$ cat src/source/soc_cfg.svh
// Address map, RAM size and UART settings shared by RTL and testbench
// Region bases must be aligned to their region size
// SOC_UART_CLKS_PER_BIT must be 2 or more
`ifndef SOC_CFG_SVH
`define SOC_CFG_SVH

`define SOC_RAM_BASE          32'h0000_0000
`define SOC_RAM_WORDS         256
`define SOC_UART_BASE         32'h0000_1000
`define SOC_UART_TXDATA       32'h0
`define SOC_UART_RXDATA       32'h4
`define SOC_UART_STATUS       32'h8
`define SOC_UART_CLKS_PER_BIT 8
`define SOC_UART_FIFO_DEPTH   4

`endif

$ cat src/source/soc_pkg.sv
// Bus, response, target and character types for the peripheral SoC
`include "soc_cfg.svh"

package soc_pkg;

    typedef logic [31:0] axil_addr_t;
    typedef logic [31:0] axil_data_t;
    typedef logic [3:0]  axil_strb_t;
    typedef logic [$clog2(`SOC_RAM_WORDS)-1:0] word_addr_t;

    typedef enum logic [1:0] {
        RESP_OKAY   = 2'b00,
        RESP_SLVERR = 2'b10,
        RESP_DECERR = 2'b11
    } axil_resp_t;

    typedef enum logic [1:0] {SEL_RAM, SEL_UART, SEL_NONE} target_sel_t;

    typedef logic [7:0] uart_byte_t;

endpackage

$ cat src/source/uart_rx.sv
// 8N1 deserializer, samples mid-bit after a falling edge on the synchronized line
// A low stop bit drops the byte; a start bit high at mid-bit is taken as a glitch
`timescale 1ns/1ps
`include "soc_cfg.svh"

module uart_rx import soc_pkg::*; (
    input  logic        clock,
    input  logic        reset_i,
    input  logic        srx_i,
    output logic        push_o,
    output uart_byte_t  byte_o
);
    localparam int cpb = `SOC_UART_CLKS_PER_BIT;
    localparam int cnt_w = (cpb > 1) ? $clog2(cpb) : 1;

    logic [2:0]       sync_q;
    logic             rx_s;
    logic             active_q;
    logic [3:0]       bit_idx_q;
    logic [cnt_w-1:0] clk_cnt_q;
    logic             push_q;
    uart_byte_t       shift_q;

    assign rx_s = sync_q[1];
    assign push_o = push_q;
    assign byte_o = shift_q;

    always_ff @(posedge clock) begin
        if (reset_i) begin
            sync_q <= '1;
            active_q <= 1'b0;
            bit_idx_q <= '0;
            clk_cnt_q <= '0;
            push_q <= 1'b0;
        end else begin
            sync_q <= {sync_q[1:0], srx_i};
            push_q <= 1'b0;
            if (!active_q) begin
                if (sync_q[2] && !rx_s) begin
                    active_q <= 1'b1;
                    bit_idx_q <= '0;
                    clk_cnt_q <= cnt_w'(cpb / 2 - 1);
                end
            end else if (clk_cnt_q != '0) begin
                clk_cnt_q <= clk_cnt_q - 1'b1;
            end else begin
                clk_cnt_q <= cnt_w'(cpb - 1);
                bit_idx_q <= bit_idx_q + 1'b1;
                if (bit_idx_q == 4'd0 && rx_s) begin
                    active_q <= 1'b0;
                end
                if (bit_idx_q == 4'd9) begin
                    active_q <= 1'b0;
                    push_q <= rx_s;
                end
            end
        end
    end

    always_ff @(posedge clock) begin
        if (active_q && clk_cnt_q == '0 && bit_idx_q >= 4'd1 && bit_idx_q <= 4'd8) begin
            shift_q <= {rx_s, shift_q[7:1]};
        end
    end

endmodule

$ cat config.mk
export PLATFORM = sky130hd
export DESIGN_NAME = uart_rx
export DESIGN_NICKNAME = d
export VERILOG_FILES = /design/src/source/soc_pkg.sv /design/src/source/uart_rx.sv
export VERILOG_INCLUDE_DIRS = /design/src /design/src/source
export SDC_FILE = /design/constraint.sdc
export NUM_CORES = 1
export LEC_CHECK = 0
export BUFFER_PORTS_ARGS = -buffer_cell sky130_fd_sc_hd__buf_2
export CORE_UTILIZATION = 47
export DETAILED_ROUTE_END_ITERATION = 10
export PLACE_DENSITY = 0.8
export SYNTH_ARGS = -nofsm -noshare
export SYNTH_HDL_FRONTEND = slang
export SYNTH_SLANG_ARGS = --single-unit
$ cat constraint.sdc
create_clock -name clock -period 2 [get_ports clock]
set_clock_uncertainty 0.2 [all_clocks]
set_input_delay 0 -clock clock [delete_from_list [all_inputs] [get_ports clock]]
set_output_delay 0 -clock clock [all_outputs]
set_load 0.03 [all_outputs]
==> results.md, run 1 <==
- # H-tree levels: 1
- Slew Limit Fails: 0
- Clock sinks: 20
- R2R depth: 6
- Post-synthesis sequential area ratio: 59.7%
- Nets: 94
- Hold_ws: 0.227 ns
- MaxCap Viol Count: 0
- IO Count: 12
- Area grow syn2layout: 16.0%
- CP delay by family, top: flip-flops
- Final worst path period share: 88.6%
- Initial antenna violation count: 0
- Longest Clk Path Bufs: 2
- Total negative setup slack: 0 ns
- Die height: 43.4 µm
- Die Area: 1880 µm²
- Post-synth top area share: 29.9%
- DRC viols: 2
- VDD IR max: 0.364 mV
- Clock Pin Slew Worst Setup and Hold Paths: 0.11 ns
- Final worst path period need: 1.77 ns
- Post-DP HPWL: 897 µm
- CP endpoint kind: flip-flop
- Status: finished, violations left
- Crit-path max cell delay: 0.43 ns
- Place WS: 0.267 ns
- Slew @ Worst Pin: 0.348 ns
- Post-route ant nets: 0
- Via density: 5.29
- Core area: 1560 µm²
- Syn Area/Cell: 11.8 µm²
- P per Cell Area: 743 nW/µm²
- Worst hold-check path type: flip-flop to flip-flop
- YS warnings: 0
- Final hold vios: 0
- Post_cts resized: 0
- Critical Path Start Type: flip-flop
- Synth area leader: dfxtp_1
- Routed len/inst: 12.3 µm
- Hold endpoint: sync_q[1]
- Hold Crit Depth: 1
- Hold Crit Start: sync_q[0]
- IO buf count: 11
- Grt ovf: 0
- Synth Net Count: 76
- # rows: 14
- Mapped Area: 805 µm²
- Critical Path RT: 1.81 ns
- Fillers: 117
- Total Routing Usage GR: 15.1%
- Yosys reg bits: 20
- Worst-path cell chain: inv_1, ha_1, nand2b_1, nor3_1, a211oi_2, buf_4
- Antenna cells: 0
- Static leakage: 0.371 nW
- Die W: 43.4 µm
- Yosys cell types: 27
- Fmax achieved: 565 MHz
- Final setup fails: 0
- Relative slew slack: 76.8%
- R2R Path End: byte_o[3]
- Ratio of cells with drive above 1 in the final layout: 24.7%
- CP Class: flip-flop to flip-flop
- Failing checks: DRC
- Routed Wire Length: 1.24 mm
- Initial Util: 51.6%
- Flop-to-flop setup slack: 0.23 ns
- Clk Latency, worst-skew pair: 0.29 ns
- RSZ-0062 raised after global routing: no
- Top cells by area, synth: dfxtp_1 30%, edfxtp_1 30%, ha_1 7.8%
- CTS root buf: clkbuf_4
- Multi-input gate area: 288 µm²
- WP buf/inv: 2
- Largest net degree at the start of global routing: 12
- Worst R2R Start: bit_idx_q[0]
- Vias: 534
- Slack of the critical path: 0.229 ns
- Drt first pass iters: 7
- Maximum fanout along the worst path: 8
- First-pass GRT wire length: 2.10 mm
- Finished Core Util: 59.9%
- Setup Buffers After CTS: 0
- CTS tree: yes
- Worst path slowest cell: dfxtp_1
- Area occupied by registers: 480 µm²
- Iter 0 DRT Violations: 8
- CTS Buf Count: 3
- GPL Wtd Cong: 0.788
- Vias in the first global route: 495
- Arrival @ worst endpoint: 1.58 ns
- Post-Synthesis Cells: 68
-- layer usage --
layer / vias to the layer above / part of all wire, % / wire length [µm] / track usage [%]
met1: 239 / 44 / 544 / 17.8
li1: 275 / - / - / -
met5: - / 0 / 0 / 0
met2: 15 / 52 / 647 / 27.6
met4: 0 / 0.96 / 12 / 5.63
met3: 5 / 3.1 / 39 / 2.50
-- cell usage in the layout, fill, tap and decap left out, types with 2 or more instances in the layout --
cell,n
nand2_1,4
edfxtp_1,8
clkbuf_4,3
ha_1,5
inv_1,7
nor3_1,2
dfxtp_1,12
o21ai_0,3
a211oi_1,2
dlygate4sd3_1,3
or2_2,3
buf_2,11
nor2_1,4
-- where the power goes --
group	switching (W)	internal [W]
logic	0.0000321	0.0000270
clock network	0.000114	0.0000775
registers	0.0000100	0.000432
-- worst reg2reg max path, delay by kind of cell, from the launching register on --
| family | cells | cell delay, ns |
|---|---|---|
| compound gates | 1 | 0.19 |
| simple gates | 2 | 0.17 |
| fa+ha+maj | 1 | 0.22 |
| flops | 1 | 0.43 |
| buf+inv | 2 | 0.27 |
-- kinds of logic after synthesis --
group                    Yosys count  share of synthesized area [%]
AND/OR/NAND/NOR                   21                           15.9
flip-flops                        20                           59.7
AO/OA/AOI/OAI                     12                           10.4
buffers and inverters              9                           5.13
adder cells (fa/ha/maj)            5                           7.78
XOR/XNOR                           1                           1.09
-- how the worst max path moves through the flow --
stage / startpoint / endpoint / slack [ns] / cells after the start
after floorplan: bit_idx_q[0] / byte_o[0] / 0.19 / 5
after global placement: bit_idx_q[0] / byte_o[5] / 0.34 / 6
after detailed placement: bit_idx_q[0] / byte_o[3] / 0.27 / 6
after CTS: bit_idx_q[0] / byte_o[3] / 0.23 / 6
after global routing: bit_idx_q[0] / byte_o[1] / 0.11 / 6
final: bit_idx_q[0] / byte_o[3] / 0.23 / 6
-- area by class of cell --
type / count / area share, %
clock buffer: 4 / 2.82
timing repair buffer: 15 / 9.92
inverter: 7 / 2.82
multi-input combinational: 39 / 30.8
tap: 16 / 2.14
sequential: 20 / 51.5
-- repair_timing --
item,4_1_cts,5_1_grt
hold buffers,3,0
endpoints found under the hold margin,12,0
endpoints found under the setup margin,0,0
-- cells in the mapped netlist (all sizes together) --
master	number
dfxtp	12
edfxtp	8
inv	7
ha	5
nand2	4
nor2	4
a211oi	3
o21ai	3
or2	3
nor3	2
or3	2
a21o	1
a21oi	1
a221oi	1
a311oi	1
buf	1
clkbuf	1
nand2b	1
nand3	1
nand3b	1
nand4b	1
nor2b	1
nor4b	1
o21a	1
o32ai	1
xor2	1
-- state kept, by name (all words and copies together) (netlist names) --
name / cells
sync_q: 3
active_q: 1
push_o: 1
clk_cnt_q: 3
byte_o: 8
bit_idx_q: 4
-- metrics by stage --
stage | cells | cell area, µm² | total power, W
2_1_floorplan | 68 | 810 | 0.000496
3_3_place_gp | 94 | 877 | 0.000503
3_5_place_dp | 94 | 877 | 0.000507
4_1_cts | 101 | 933 | 0.000697
5_1_grt | 101 | 933 | 0.000719
6_report | 101 | 933 | 0.000694
Note: power is estimated with default switching activity, not from simulation.
==> run 2, diff against run 1 <==
--- a/config.mk
+++ b/config.mk
@@ -6,10 +6,12 @@
 export SDC_FILE = /design/constraint.sdc
 export NUM_CORES = 1
 export LEC_CHECK = 0
+export ABC_AREA = 1
 export BUFFER_PORTS_ARGS = -buffer_cell sky130_fd_sc_hd__buf_2
 export CORE_UTILIZATION = 47
 export DETAILED_ROUTE_END_ITERATION = 10
 export PLACE_DENSITY = 0.8
+export REMOVE_ABC_BUFFERS = 1
 export SYNTH_ARGS = -nofsm -noshare
 export SYNTH_HDL_FRONTEND = slang
 export SYNTH_SLANG_ARGS = --single-unit
==> run 2 against run 1 <==
The run still ends with DRC left; routed wire length is 9.2% higher; count of clock-buffer cells in the layout shrank 1; largest power group unchanged; sequential power about the same; synthesized area is 0.78% higher; non-clock buffer count is the same; critical endpoint is now byte_o[2]; die area increased by 0.74%; combinational power increased by 3%.
==> results.md, run 2 <==
- Final worst path period share: 84.6% (-4.0 points)
- Grt ovf: 0 (unchanged)
- Failing checks: DRC
- Critical Path RT: 1.82 ns (about the same)
- IO buf count: 11 (unchanged)
- Setup Buffers After CTS: 0 (unchanged)
- Slew @ Worst Pin: 0.239 ns (-0.109 ns)
- Post-route ant nets: 0 (unchanged)
- Routed len/inst: 11.5 µm (-6.5%)
- Die height: 43.5 µm (+0.37%)
- RSZ-0062 raised after global routing: no
- Initial antenna violation count: 0 (unchanged)
- DRC viols: 4 (+2)
- Maximum fanout along the worst path: 8 (unchanged)
- Static leakage: 0.427 nW (+15%)
- VDD IR max: 0.419 mV (+15%)
- Clock Pin Slew Worst Setup and Hold Paths: 0.09 ns (-0.02 ns)
- Worst path slowest cell: dfxtp_1
- Longest Clk Path Bufs: 2 (unchanged)
- Worst hold-check path type: flip-flop to flip-flop
- First-pass GRT wire length: 2.40 mm (+14%)
- # rows: 14 (unchanged)
- Initial Util: 52.0% (+0.40 points)
- Predominant post-synthesis flop cell: dfxtp_1
- MaxCap Viol Count: 0 (unchanged)
- Post-DP HPWL: 985 µm (+9.9%)
- IO Count: 12 (unchanged)
- Yosys reg bits: 20 (unchanged)
- Final Power: 0.000687 W (-0.91%)
- Status: finished, violations left
- Most frequent cells in the layout: 13 x inv_1, 13 x nand2_1, 12 x dfxtp_1, 11 x buf_2, 8 x edfxtp_1
- Core area: 1560 µm² (unchanged)
- # H-tree levels: 1 (unchanged)
- Vias in the first global route: 568 (+15%)
- CP endpoint kind: flip-flop
- GPL Wtd Cong: 0.908 (+15%)
- Nets: 111 (+18%)
- Top cells by area, synth: dfxtp_1 30%, edfxtp_1 30%, ha_1 7.7%
- Area grow syn2layout: 17.1%
- CP Class: flip-flop to flip-flop
- Via density: 5.35 (+1.1%)
- Arrival @ worst endpoint: 1.51 ns (-0.07 ns)
- Die W: 43.5 µm (+0.37%)
- Syn Area/Cell: 9.77 µm² (-17%)
- Max reg flops: 8 (unchanged)
- CTS Buf Count: 3 (unchanged)
- Total Routing Usage GR: 17.7% (+2.6 points)
- CTS root buf: clkbuf_4
- Drt first pass iters: 8 (+1)
- Routed Wire Length: 1.36 mm (+9.2%)
- Critical Path Start Type: flip-flop
- Largest net degree at the start of global routing: 12 (unchanged)
- Relative slew slack: 83.9% (+7.1 points)
- Die Area: 1900 µm² (+0.74%)
- Clk Latency, worst-skew pair: 0.30 ns (about the same)
- Vias: 631 (+18%)
- P per Cell Area: 724 nW/µm² (-2.6%)
- Crit-path max cell delay: 0.33 ns (-0.10 ns)
- Post-synth top area share: 29.6% (-0.23 points)
- Fmax achieved: 591 MHz (+4.8%)
- Yosys cell types: 16 (-41%)
- Final hold vios: 0 (unchanged)
- Iter 0 DRT Violations: 37 (+29)
- Synth area leader: dfxtp_1
- FFs w/ async S/R, synth: 0% (unchanged)
- Worst-path cell chain: inv_1, ha_1, nand3_2, inv_1, o21ai_1, a21oi_1, buf_4
- Final setup fails: 0 (unchanged)
- Synth top cells by count: 13 x inv_1, 13 x nand2_1, 12 x dfxtp_1, 8 x edfxtp_1, 7 x nor2_1
- Clock sinks: 20 (unchanged)
- Final worst path period need: 1.69 ns (-0.0804 ns)
- Most used cell, CP: inv_1
- Slew Limit Fails: 0 (unchanged)
- Number of flops mapped to enable cells by yosys: 8 (unchanged)
- Post-Synthesis Cells: 83 (+22%)
- CTS tree: yes
- Post-synthesis sequential area ratio: 59.3% (-0.46 points)
- Mapped Area: 811 µm² (+0.78%)
- Ratio of cells with drive above 1 in the final layout: 20.6% (-4.1 points)
- Antenna cells: 0 (unchanged)
- Total negative setup slack: 0 ns (unchanged)
- YS warnings: 0 (unchanged)
- Hold_ws: 0.225 ns (-0.00159 ns)
==> run 2: cell families (layout without fill, tap and decap cells) <==
| group | count (synthesis) | count (layout) | synth area share, % |
|---|---|---|---|
| AO/OA/AOI/OAI | 12 | 12 | 7.87 |
| flip-flops | 20 | 20 | 59.3 |
| adder cells (fa/ha/maj) | 5 | 5 | 7.72 |
| AND/OR/NAND/NOR | 33 | 33 | 19.1 |
| buffers and inverters | 13 | 32 | 6.02 |
==> run 2: report_power, final <==
part | switching [W] | total, W | leakage [nW] | internal [W]
clock network | 0.000112 | 0.000185 | 0.0154 | 0.0000728
logic | 0.0000366 | 0.0000608 | 0.242 | 0.0000242
registers | 0.00000871 | 0.000441 | 0.170 | 0.000433
total | 0.000158 | 0.000687 | 0.427 | 0.000530
==> run 2: cell type report <==
type | instances | area [µm²]
multi-input combinational | 50 | 282
tap | 16 | 20.0
timing repair buffer | 15 | 92.6
clock inverter | 1 | 3.75
fill | 123 | 609
clock buffer | 3 | 22.5
inverter | 13 | 48.8
sequential | 20 | 480
==> run 2: metal layers <==
layer	track usage (%)	up-vias	share of wire, %
met1	19.9	291	44
met4	9.38	0	1.8
li1	-	309	-
met2	29.4	28	48
met3	6.25	3	6.0
met5	0	-	0
==> run 2: critical path, delay by kind of cell (launching register included) <==
kind / cells / cell delay, ns
AO/OA/AOI/OAI: 2 / 0.18
buffers and inverters: 3 / 0.38
flip-flops: 1 / 0.33
adder cells (fa/ha/maj): 1 / 0.17
AND/OR/NAND/NOR: 1 / 0.14
==> run 2: repair_timing <==
item / CTS / global route
resized for setup: 0 / 0
endpoints found under the hold margin: 10 / 0
hold buffers: 3 / 0
==> run 2: path summary, 6_finish.rpt <==
kind / cells past startpoint / end / slack (ns) / startpoint
worst min register to register: 1 / sync_q[1] / 0.23 / sync_q[0]
worst min-delay path: 1 / sync_q[1] / 0.23 / sync_q[0]
worst max register to register: 7 / byte_o[2] / 0.31 / clk_cnt_q[0]
worst max-delay path: 7 / byte_o[2] / 0.31 / clk_cnt_q[0]
==> run 2: per-stage QoR <==
| stage | std cells | util, % | setup slack, ns | cell area [µm²] |
|---|---|---|---|---|
| CTS | 118 | 60.9 | 0.309 | 950 |
| detailed placement | 111 | 57.3 | 0.322 | 893 |
| global placement | 111 | 57.3 | 0.373 | 893 |
| finish | 118 | 60.9 | 0.309 | 950 |
| global route | 118 | 60.9 | 0.130 | 950 |
| floorplan | 83 | - | 0.162 | 811 |
==> run 3, diff against run 2 <==
==> constraint.sdc (replaced) <==
create_clock -name clock -period 1.35 [get_ports clock]
set_clock_uncertainty 0.2 [all_clocks]
set_input_delay 0 -clock clock [delete_from_list [all_inputs] [get_ports clock]]
set_output_delay 0 -clock clock [all_outputs]
set_load 0.03 [all_outputs]
==> run 3 against run 2 <==
The run ends with DRC, setup timing left; sequential power increased by 48%; setup slack lost 0.45 ns; first-iteration DRC count down 65%; non-clock buffer count grew 10; sequential share of layout area is 6.0 points lower; critical path type unchanged; critical endpoint is now byte_o[1].
==> results.md, run 3 (synthesis gave the netlist of run 2 again) <==
- # rows: 14 (unchanged)
- Grt ovf: 0 (unchanged)
- CTS root buf: clkbuf_4
- Post-route ant nets: 0 (unchanged)
- Clock Pin Slew Worst Setup and Hold Paths: 0.11 ns (+0.02 ns)
- Worst hold-check path type: input port to flip-flop
- Core area: 1560 µm² (unchanged)
- Relative slew slack: 86.5% (+2.6 points)
- Vias in the first global route: 599 (+5.5%)
- Drt first pass iters: 7 (-1)
- CP Class: flip-flop to flip-flop
- CP endpoint kind: flip-flop
- # H-tree levels: 1 (unchanged)
- Nets: 121 (+9.0%)
- Arrival @ worst endpoint: 1.32 ns (-0.19 ns)
- Final worst path period share: 111% (+26 points)
- RSZ-0062 raised after global routing: yes
- Failing checks: DRC, setup timing
- Max reg flops: 8 (unchanged)
- Initial Util: 52.0% (unchanged)
- Total negative setup slack: -1.14 ns (-1.14 ns)
- Die Area: 1900 µm² (unchanged)
- Slew @ Worst Pin: 0.202 ns (-0.0370 ns)
- Most frequent cells in the layout: 12 x nand2_1, 12 x buf_4, 11 x buf_2, 10 x inv_1
- Status: finished, violations left
- Dpl cells: 122 (+9.9%)
- Antenna cells: 0 (unchanged)
- GPL Wtd Cong: 0.776 (-15%)
- Vias: 639 (+1.3%)
- Slew Limit Fails: 0 (unchanged)
- IO buf count: 11 (unchanged)
- Maximum fanout along the worst path: 8 (unchanged)
- Die W: 43.5 µm (unchanged)
- Final setup fails: 8 (+8)
- CTS tree: yes
- Ratio of cells with drive above 1 in the final layout: 41.1% (+20 points)
- IO Count: 12 (unchanged)
- MaxCap Viol Count: 0 (unchanged)
- Routed len/inst: 10.9 µm (-5.2%)
- Via density: 4.99 (-6.6%)
- CTS Buf Count: 3 (unchanged)
- Initial antenna violation count: 0 (unchanged)
- Finished Core Util: 69.9% (+9.0 points)
- Slack of the critical path: -0.145 ns (-0.454 ns)
- Final hold vios: 0 (unchanged)
- Critical Path Start Type: flip-flop
- Critical Path RT: 1.18 ns (-0.64 ns)
- Clock sinks: 20 (unchanged)
- Total Routing Usage GR: 17.2% (-0.50 points)
- Die height: 43.5 µm (unchanged)
- P per Cell Area: 1160 nW/µm² (+60%)
- Clk Latency, worst-skew pair: 0.30 ns (about the same)
- Area grow syn2layout: 34.4%
- Fmax achieved: 669 MHz (+13%)
- Final worst path period need: 1.49 ns (-0.196 ns)
- Iter 0 DRT Violations: 13 (-65%)
- First-pass GRT wire length: 2.34 mm (-2.6%)
- Largest net degree at the start of global routing: 13 (+1)
- Static leakage: 0.494 nW (+16%)
- Routed Wire Length: 1.40 mm (+2.9%)
- DRC viols: 4 (unchanged)
- Longest Clk Path Bufs: 2 (unchanged)
- Post-Layout Cell Count: 128 (+8.5%)
- Post-DP HPWL: 1.00 mm (+1.9%)
- VDD IR max: 0.710 mV (+70%)
## run 3: critical path: stages (launching register included)
cell and delay [ns]:
dfxtp_2 0.34, buf_4 0.12, ha_1 0.20, o21ai_2 0.07, a21oi_1 0.11, buf_4 0.18
## run 3: where the power goes
group          total (W)  internal, W  switching (W)
logic           0.000128    0.0000604      0.0000674
registers       0.000652     0.000642     0.00000956
clock network   0.000484     0.000300       0.000183
## run 3: worst paths after layout
path / cells past startpoint / start / slack (ns) / endpoint
max: 5 / bit_idx_q[0] / -0.14 / byte_o[1]
min reg2reg: 1 / sync_q[0] / 0.22 / sync_q[1]
max reg2reg: 5 / bit_idx_q[0] / -0.14 / byte_o[1]
min: 3 / srx_i / 0.21 / sync_q[0]
## run 3: final cells by class
| class | count | area (µm²) |
|---|---|---|
| Clock buffer | 3 | 22.5 |
| Clock inverter | 1 | 30.0 |
| Fill cell | 111 | 469 |
| Inverter | 13 | 48.8 |
| Multi-Input combinational cell | 50 | 318 |
| Sequential cell | 20 | 485 |
| Tap cell | 16 | 20.0 |
| Timing Repair Buffer | 25 | 165 |
## run 3: metal layers
| metal | global-route usage (%) | routed length [µm] | vias to the layer above |
|---|---|---|---|
| met5 | 0 | 0 | - |
| met4 | 11.3 | 36 | 0 |
| met3 | 2.50 | 37 | 4 |
| met2 | 30.6 | 748 | 13 |
| met1 | 18.9 | 576 | 295 |
| li1 | - | - | 327 |
## run 3: metrics by stage
step	hold WS (ns)	cell area [µm²]	power [W]	worst slack (ns)
2_1_floorplan	-0.138	811	0.000726	-0.488
3_3_place_gp	-0.0155	976	0.000767	-0.159
3_5_place_dp	-0.0146	976	0.000772	-0.182
4_1_cts	0.200	1070	0.00127	-0.143
5_1_grt	0.199	1090	0.00131	-0.200
6_report	0.207	1090	0.00126	-0.145
## run 3: timing repair
item / in CTS / in global routing
endpoints found under the setup margin: 10 / 14
gates resized for setup: 9 / 6
hold buffers: 2 / 0
hold endpoints to repair: 10 / 0
gates cloned: 0 / 0
pin swaps: 2 / 1
buffers inserted: 1 / 0
